<file path="config.mk">
export PLATFORM = sky130hd
export DESIGN_NAME = measure_channel
export DESIGN_NICKNAME = d
export VERILOG_FILES = /design/src/logic/meas_ctrl_pkg.sv /design/src/logic/meas_cfg_pkg.sv /design/src/logic/measure_channel.sv /design/src/logic/comparator_counter.sv /design/src/logic/window_timer.sv /design/src/logic/measure_sequencer.sv
export SDC_FILE = /design/constraint.sdc
export NUM_CORES = 1
export LEC_CHECK = 0
export BUFFER_PORTS_ARGS = -buffer_cell sky130_fd_sc_hd__buf_4
export CORE_MARGIN = 5
export CORE_UTILIZATION = 35
export CTS_CLUSTER_SIZE = 8
export DETAILED_ROUTE_END_ITERATION = 10
export PLACE_DENSITY_LB_ADDON = 0.05
export SETUP_SLACK_MARGIN = 0.2
export SYNTH_ARGS = -nofsm -noshare
export SYNTH_HDL_FRONTEND = slang
export SYNTH_HIERARCHICAL = 1
export SYNTH_SLANG_ARGS = --single-unit
</file>
<file path="constraint.sdc">
create_clock -name op_clock -period 2.19 [get_ports op_clock]
set_input_delay 0.657 -clock op_clock [delete_from_list [all_inputs] [get_ports op_clock]]
set_output_delay 0.657 -clock op_clock [all_outputs]
set_load 0.02 [all_outputs]
</file>
<file path="src/logic/meas_ctrl_pkg.sv">
/*
 * Measurement channel control package
 * Sequencer state encoding and the command bus that the sequencer
 * drives into the window timer and the comparator counter.
 */

`default_nettype none

package meas_ctrl_pkg;

    // Window sequencer states
    typedef enum logic [2:0]
    {
        ST_IDLE       = 3'd0,                           // Waiting for start
        ST_LOAD       = 3'd1,                           // Load window, clear result
        ST_WAIT_PULSE = 3'd2,                           // Waiting for next sense pulse
        ST_COUNT      = 3'd3,                           // Step window, count sample
        ST_DONE       = 3'd4                            // Window closed, result held
    } seq_state_e;

    // Commands from sequencer to datapath
    // At most one bit is high in any cycle
    typedef struct packed
    {
        logic load;                                     // Clear result, load window length
        logic step;                                     // Advance window by one pulse
    } seq_ctrl_t;

endpackage : meas_ctrl_pkg

`default_nettype wire

</file>
<file path="src/logic/meas_cfg_pkg.sv">
/*
 * Measurement channel configuration package
 * Counter width, the shared count type and the current-source mode
 * that sets which comparator level counts as an active sample.
 */

`default_nettype none

package meas_cfg_pkg;

    localparam int COUNT_WIDTH = 16;                    // Window and result counters

    // Window length, remaining window and result all share this type
    typedef logic [COUNT_WIDTH-1:0] count_t;

    localparam count_t COUNT_MAX = '1;                  // Saturation point of result
    localparam count_t COUNT_ONE = count_t'(1);         // Last-pulse marker, zero remap

    // IDAC current direction
    // Source mode counts a low comparator, sink mode a high one
    typedef enum logic
    {
        IDAC_SOURCE = 1'b0,                             // Low sample is active
        IDAC_SINK   = 1'b1                              // High sample is active
    } idac_mode_e;

endpackage : meas_cfg_pkg

`default_nettype wire
</file>
<file path="src/logic/measure_channel.sv">
/*
 * Capacitive-sense measurement channel
 * Top level. The sequencer frames a window of sense pulses, the
 * window timer counts it down and the comparator counter totals the
 * active comparator samples inside it.
 */

`timescale 1ns/1ps
`default_nettype none

module measure_channel
#(
    parameter meas_cfg_pkg::idac_mode_e IDAC_MODE = meas_cfg_pkg::IDAC_SOURCE
)
(
    input  logic                 op_clock,
    input  logic                 reset,
    input  logic                 enable,              // Clock enable
    input  logic                 start,               // Measurement request level
    input  logic                 pulse,               // Sense clock strobe
    input  logic                 cmp_in,              // Comparator output
    input  meas_cfg_pkg::count_t window_length,       // Pulses per window
    output logic                 busy,
    output logic                 interrupt,           // End of window
    output logic                 ioff,                // Registered comparator
    output meas_cfg_pkg::count_t result
);

    meas_ctrl_pkg::seq_ctrl_t ctrl;                   // Load and step commands
    logic                     window_last;

    measure_sequencer i_measure_sequencer
    (
        .op_clock    (op_clock),
        .reset       (reset),
        .enable      (enable),
        .start       (start),
        .pulse       (pulse),
        .window_last (window_last),
        .ctrl        (ctrl),
        .busy        (busy),
        .interrupt   (interrupt)
    );

    window_timer i_window_timer
    (
        .op_clock      (op_clock),
        .reset         (reset),
        .enable        (enable),
        .ctrl          (ctrl),
        .window_length (window_length),
        .window_last   (window_last)
    );

    comparator_counter
    #(
        .IDAC_MODE (IDAC_MODE)
    )
    i_comparator_counter
    (
        .op_clock (op_clock),
        .reset    (reset),
        .enable   (enable),
        .pulse    (pulse),
        .cmp_in   (cmp_in),
        .ctrl     (ctrl),
        .ioff     (ioff),
        .result   (result)
    );

endmodule : measure_channel

`default_nettype wire

</file>
<file path="src/logic/comparator_counter.sv">
/*
 * Comparator sampler and active-sample counter
 * Captures the comparator on each sense pulse with the polarity of
 * the IDAC mode, drives ioff from that sample, and counts active
 * samples on each window step. The count saturates at full scale.
 */

`timescale 1ns/1ps
`default_nettype none

module comparator_counter
#(
    parameter meas_cfg_pkg::idac_mode_e IDAC_MODE = meas_cfg_pkg::IDAC_SOURCE
)
(
    input  logic                     op_clock,
    input  logic                     reset,
    input  logic                     enable,          // Clock enable
    input  logic                     pulse,           // Sample strobe
    input  logic                     cmp_in,          // Raw comparator
    input  meas_ctrl_pkg::seq_ctrl_t ctrl,
    output logic                     ioff,            // Registered sample
    output meas_cfg_pkg::count_t     result           // Active samples in window
);

    logic sample_in;                                  // Comparator after polarity fix
    logic sample_active;                              // Held sample counts this step
    logic result_full;

    // Sink mode flips the comparator so that ioff low always means active
    assign sample_in = (IDAC_MODE == meas_cfg_pkg::IDAC_SINK) ? ~cmp_in : cmp_in;

    always_ff @(posedge op_clock)
    begin
        if (reset)
        begin
            ioff <= 1'b0;
        end
        else if (enable && pulse)
        begin
            ioff <= sample_in;
        end
    end

    // Step comes one cycle after the pulse, so ioff holds that pulse's sample
    assign sample_active = ~ioff;
    assign result_full   = (result == meas_cfg_pkg::COUNT_MAX);

    always_ff @(posedge op_clock)
    begin
        if (reset)
        begin
            result <= '0;
        end
        else if (enable)
        begin
            if (ctrl.load)
            begin
                result <= '0;                         // New measurement
            end
            else if (ctrl.step && sample_active && !result_full)
            begin
                result <= result + meas_cfg_pkg::COUNT_ONE;
            end
        end
    end

endmodule : comparator_counter

`default_nettype wire

</file>
<file path="src/logic/window_timer.sv">
/*
 * Window down-counter
 * Loads the window length on a load command, with zero taken as one,
 * counts down on each step and flags the last pulse of the window.
 */

`timescale 1ns/1ps
`default_nettype none

module window_timer
(
    input  logic                     op_clock,
    input  logic                     reset,
    input  logic                     enable,          // Clock enable
    input  meas_ctrl_pkg::seq_ctrl_t ctrl,
    input  meas_cfg_pkg::count_t     window_length,   // Pulses per window
    output logic                     window_last      // One pulse left
);

    meas_cfg_pkg::count_t remaining;                  // Pulses still to go
    meas_cfg_pkg::count_t load_value;

    // Empty window not allowed, run a single pulse instead
    assign load_value = (window_length == '0) ? meas_cfg_pkg::COUNT_ONE
                                              : window_length;

    always_ff @(posedge op_clock)
    begin
        if (reset)
        begin
            remaining <= '0;
        end
        else if (enable)
        begin
            if (ctrl.load)
            begin
                remaining <= load_value;
            end
            else if (ctrl.step)
            begin
                remaining <= remaining - meas_cfg_pkg::COUNT_ONE; // Never below zero in use
            end
        end
    end

    // Checked during ST_COUNT, before this step's decrement lands
    assign window_last = (remaining == meas_cfg_pkg::COUNT_ONE);

endmodule : window_timer

`default_nettype wire

</file>
<file path="src/logic/measure_sequencer.sv">
/*
 * Measurement window sequencer
 * Walks idle, load, wait, count and done. Issues one load per
 * measurement and one step per counted pulse, and raises a
 * one-cycle interrupt on entry to the done state.
 */

`timescale 1ns/1ps
`default_nettype none

module measure_sequencer
(
    input  logic                    op_clock,
    input  logic                    reset,
    input  logic                    enable,           // Clock enable for all registers
    input  logic                    start,            // Level request
    input  logic                    pulse,            // One-cycle sense strobe
    input  logic                    window_last,      // Remaining window is one pulse
    output meas_ctrl_pkg::seq_ctrl_t ctrl,
    output logic                    busy,
    output logic                    interrupt
);

    meas_ctrl_pkg::seq_state_e state;
    meas_ctrl_pkg::seq_state_e state_next;
    logic                      close_window;          // Final pulse of the window

    // The step cycle is also the cycle that decides whether the window ends
    assign close_window = (state == meas_ctrl_pkg::ST_COUNT) && window_last;

    always_comb
    begin
        state_next = state;                           // Hold by default
        case (state)
            meas_ctrl_pkg::ST_IDLE:
            begin
                if (start)
                begin
                    state_next = meas_ctrl_pkg::ST_LOAD;
                end
            end
            meas_ctrl_pkg::ST_LOAD:
            begin
                state_next = meas_ctrl_pkg::ST_WAIT_PULSE; // Always one cycle
            end
            meas_ctrl_pkg::ST_WAIT_PULSE:
            begin
                if (pulse)
                begin
                    state_next = meas_ctrl_pkg::ST_COUNT;  // Sample lands in ioff here
                end
            end
            meas_ctrl_pkg::ST_COUNT:
            begin
                if (window_last)
                begin
                    state_next = meas_ctrl_pkg::ST_DONE;
                end
                else
                begin
                    state_next = meas_ctrl_pkg::ST_WAIT_PULSE;
                end
            end
            meas_ctrl_pkg::ST_DONE:
            begin
                if (!start)
                begin
                    state_next = meas_ctrl_pkg::ST_IDLE;   // Result held until reload
                end
            end
            default:
            begin
                state_next = meas_ctrl_pkg::ST_IDLE;       // Recover from unused codes
            end
        endcase
    end

    always_ff @(posedge op_clock)
    begin
        if (reset)
        begin
            state     <= meas_ctrl_pkg::ST_IDLE;
            interrupt <= 1'b0;
        end
        else if (enable)
        begin
            state     <= state_next;
            interrupt <= close_window;                // High for first ST_DONE cycle only
        end
    end

    // Command decode
    assign ctrl.load = (state == meas_ctrl_pkg::ST_LOAD);
    assign ctrl.step = (state == meas_ctrl_pkg::ST_COUNT);

    assign busy = (state == meas_ctrl_pkg::ST_LOAD)
               || (state == meas_ctrl_pkg::ST_WAIT_PULSE)
               || (state == meas_ctrl_pkg::ST_COUNT);

endmodule : measure_sequencer

`default_nettype wire

</file>
==> summary.md <==
| Metric | Value |
|---|---|
| Worst Skew | 0.005596 ns |
| IO Port Bufs | 40 |
| Slowest cell on crit path | or4_4 |
| Reg-to-reg slack, setup | 0.18 ns |
| DIE WIDTH | 90.71 um |
| FP Rows | 29 |
| Initial antenna violation count | 0 |
| Power share of the combinational group | 0.247 |
| Min cycle time layout | 2.011 ns |
| Slew @ Worst Pin | 0.5330 ns |
| Switching share of power | 0.3082 |
| Synthesized flop and latch total | 37 |
| Vias in the first global route | 2,310 |
| Gr usage total | 0.1682 |
| Peak Freq | 497.4 MHz |
| Worst path most repeated cell | or4_4 |
| Crit path capture type | flop |
| Switching power | 0.5264 mW |
| Largest net degree at the start of global routing | 23 |
| Synth area leader | dfxtp_1 |
| CP required | 2.42 ns |
| Yosys cell types | 60 |
| CTS tree | yes |
| Most used DFF post-synth | dfxtp_1 |
| EDFF count, synth | 0 |
| Mapped Cells | 285 |
| Placed cell count | 410 |
| Worst Setup SP | i_window_timer/remaining[4]$_SDFFE_PP0P_ |
| Area of the multi-input gates | 0.001456 mm^2 |
| Final Net Count | 369 |
| CTS Buffer Depth | 2 |
| Fin cells | 422 |
| Seq pwr share | 0.422 |
| # setup viols final | 0 |
| Worst min path class | flop to flop |
| DRT iter0 DRCs | 205 |
| Clock power frac | 0.330 |
| Fin crit share | 0.9180 |
| RePlAce Congestion | 0.8021 |
| Register area share after synthesis | 0.3249 |
| Syn-to-layout area delta | 29.36% |
| CTS root buf | clkbuf_8 |
| DR pass1 iterations | 5 |
| CTS sink cnt | 37 |
| Crit path launch type | flop |
| Kind of critical path | flop to flop |
| Hold_sp | i_measure_sequencer/interrupt$_SDFFE_PP0P_ |
| Share of layout cells above drive strength 1 | 0.2899 |
| MaxCap Viol Count | 0 |
| Share of the synthesized area in the top cell type | 0.3249 |
| Top cells by area, synth | dfxtp_1 32%, nand2_1 5.3%, nand3_1 4.4%, a31oi_1 3.6%, a21oi_1 3.3% |
| Ant diodes | 0 |
| Grt total ovfl | 0 |
| YS warnings | 6 |
| Routed wire length | 7076 um |
| CTS Buf Count | 5 |
| Post-route DRC | 0 |
| RR Startpoint | i_window_timer/remaining[4]$_SDFFE_PP0P_ |
| Reg area | 742.0 um^2 |
| Die footprint | 0.008227 mm^2 |
| Unrepaired setup endpoints after global routing | yes |
| Vias | 2,534 |
| WP data arrival | 2.24 ns |
| Ys async rst share | 0 |
| H-tree depth | 2 |
| Worst-path fanout max | 2 |
| Setup TNS | 0 ns |
| P_leak | 1.109 nW |
| Normalized max-slew margin | 0.6439 |
| Boundary pin count | 41 |
| CP max stage delay | 0.53 ns |
| Wire per inst | 16.77 um |
| Antenna viol nets, final | 0 |
| Initial Utilization | 0.3590 |
| Max VDD drop | 0.2429 mV |
| Syn nets | 310 |
| Final hold vios | 0 |
| Power Internal | 1.181 mW |
| Core Region | 0.006350 mm^2 |
| Die H | 90.71 um |
| FILL cells | 635 |
| Critical-path cell list | or4_4, or4_4, nor2_4, nand4_1, or2_1, a21oi_1 |
| First-pass GRT wire length | 11,610 um |
| Syn Area/Cell | 7.999 um^2 |
| Mapped cell area | 0.002280 mm^2 |
| Vias per cell | 6.005 |
| PD cells | 579.1 mW/mm^2 |
| Hold_buf cts | 0 |
| Status | finished, final reports clean |
| Final max-slew violation count | 0 |
| Clock-pin slew on the worst setup and hold paths | 0.08 ns |
| Post-DP HPWL | 5087 um |
| Clk_lat worst skew | 0.30 ns |
repair_timing:
item                                    4_1_cts  5_1_grt
buffers inserted                              4        0
gates resized for setup                       5        5
hold endpoints to repair                      0        0
pin swaps                                     6        0
endpoints found under the setup margin        4       12
logic make-up (layout without fill, tap and decap cells):
group                    after synthesis  count (layout)  synth area share
AND/OR/NAND/NOR                      131             131            0.3293
buffers and inverters                 25              85           0.04994
multiplexers                           3               3           0.01317
flip-flops                            37              37            0.3249
adder cells (fa/ha/maj)                3               3           0.01647
AO/OA/AOI/OAI                         86              86            0.2662
cell usage after synthesis (all sizes together) (4+ instances only):
library cell / number
or3: 4
nand3: 21
buf: 6
o311ai: 8
dfxtp: 37
nand2b: 4
a31oi: 13
nor2: 19
a21oi: 15
a22oi: 4
or2: 4
clkbuf: 9
a41oi: 4
inv: 10
nor3: 8
o21ai: 15
nand4: 6
or4: 9
nor4: 12
o211ai: 4
nand2: 32
o31a: 4
final timing paths:
kind | end | depth (start not counted)
min reg2reg | i_measure_sequencer/interrupt$_SDFFE_PP0P_ | 2
max reg2reg | i_measure_sequencer/state[2]$_SDFFE_PP0P_ | 6
min | i_measure_sequencer/interrupt$_SDFFE_PP0P_ | 2
max | i_measure_sequencer/state[2]$_SDFFE_PP0P_ | 6
per-stage QoR:
step	power, mW	hold WS (ns)	worst slack (ns)	util	area [um^2]
2_1_floorplan	0.9756	0.4671	0.2283	-	2285
4_1_cts	1.714	0.4732	0.1837	0.4636	2944
3_3_place_gp	1.125	0.4529	0.1527	0.4404	2796
5_1_grt	1.783	0.5258	0.08460	0.4644	2949
6_report	1.708	0.4894	0.1795	0.4644	2949
3_5_place_dp	1.120	0.4566	0.08973	0.4404	2796
power groups by stage:
stage	clock (mW)	sequential (mW)	combinational [mW]
after floorplan	0	0.738	0.238
after global placement	0	0.735	0.389
after detailed placement	0	0.735	0.385
after CTS	0.577	0.721	0.416
after global routing	0.599	0.725	0.459
final	0.564	0.722	0.422
worst max-delay path: cells and delay by family, from the launching register on:
| family | cells | cell delay [ns] |
|---|---|---|
| AO/OA/AOI/OAI | 1 | 0.12 |
| flip-flops | 1 | 0.32 |
| AND/OR/NAND/NOR | 5 | 1.51 |
cell usage in the layout, fill, tap and decap left out, types with 3 or more instances in the layout:
cell type and n:
a21oi_1 14, dfxtp_1 36, o31a_1 4, nand4_1 5
o211ai_1 3, or4_4 3, o21ai_0 13, nor2_1 18
nand3_1 20, or3_1 4, inv_1 10, ha_1 3
mux2i_1 3, o311ai_1 6, nor3_1 6, or4_1 6
a41oi_1 4, nand2b_1 4, nor4_1 9, buf_4 66
or2_2 3, a22oi_1 4, a31oi_1 13, nand2_1 32
clkbuf_8 7
per-layer routing:
layer  track usage  part of all wire  vias up  routed length [um]
met5             0                 0        -                   0
met4       0.04467             0.011        0                  75
met3       0.03833             0.057        8                 403
met2        0.2530              0.45       87                3152
met1        0.2398              0.49     1217                3444
li1              -                 -     1222                   -
layout make-up:
cell class / count / share of cell area
clock buffers: 7 / 0.03267
clock inverters: 1 / 0.001697
inverters: 10 / 0.01273
multi-input cells: 223 / 0.4938
flip-flops and latches: 37 / 0.2516
well taps: 77 / 0.03267
repair buffers: 67 / 0.1748
flip-flops by register name, summed over array words and instances, names as in the netlist:
name	cells
i_comparator_counter/result	16
i_window_timer/remaining	16
i_comparator_counter/ioff	1
i_measure_sequencer/interrupt	1
i_measure_sequencer/state	3
Power figures use the tool's default switching activity.
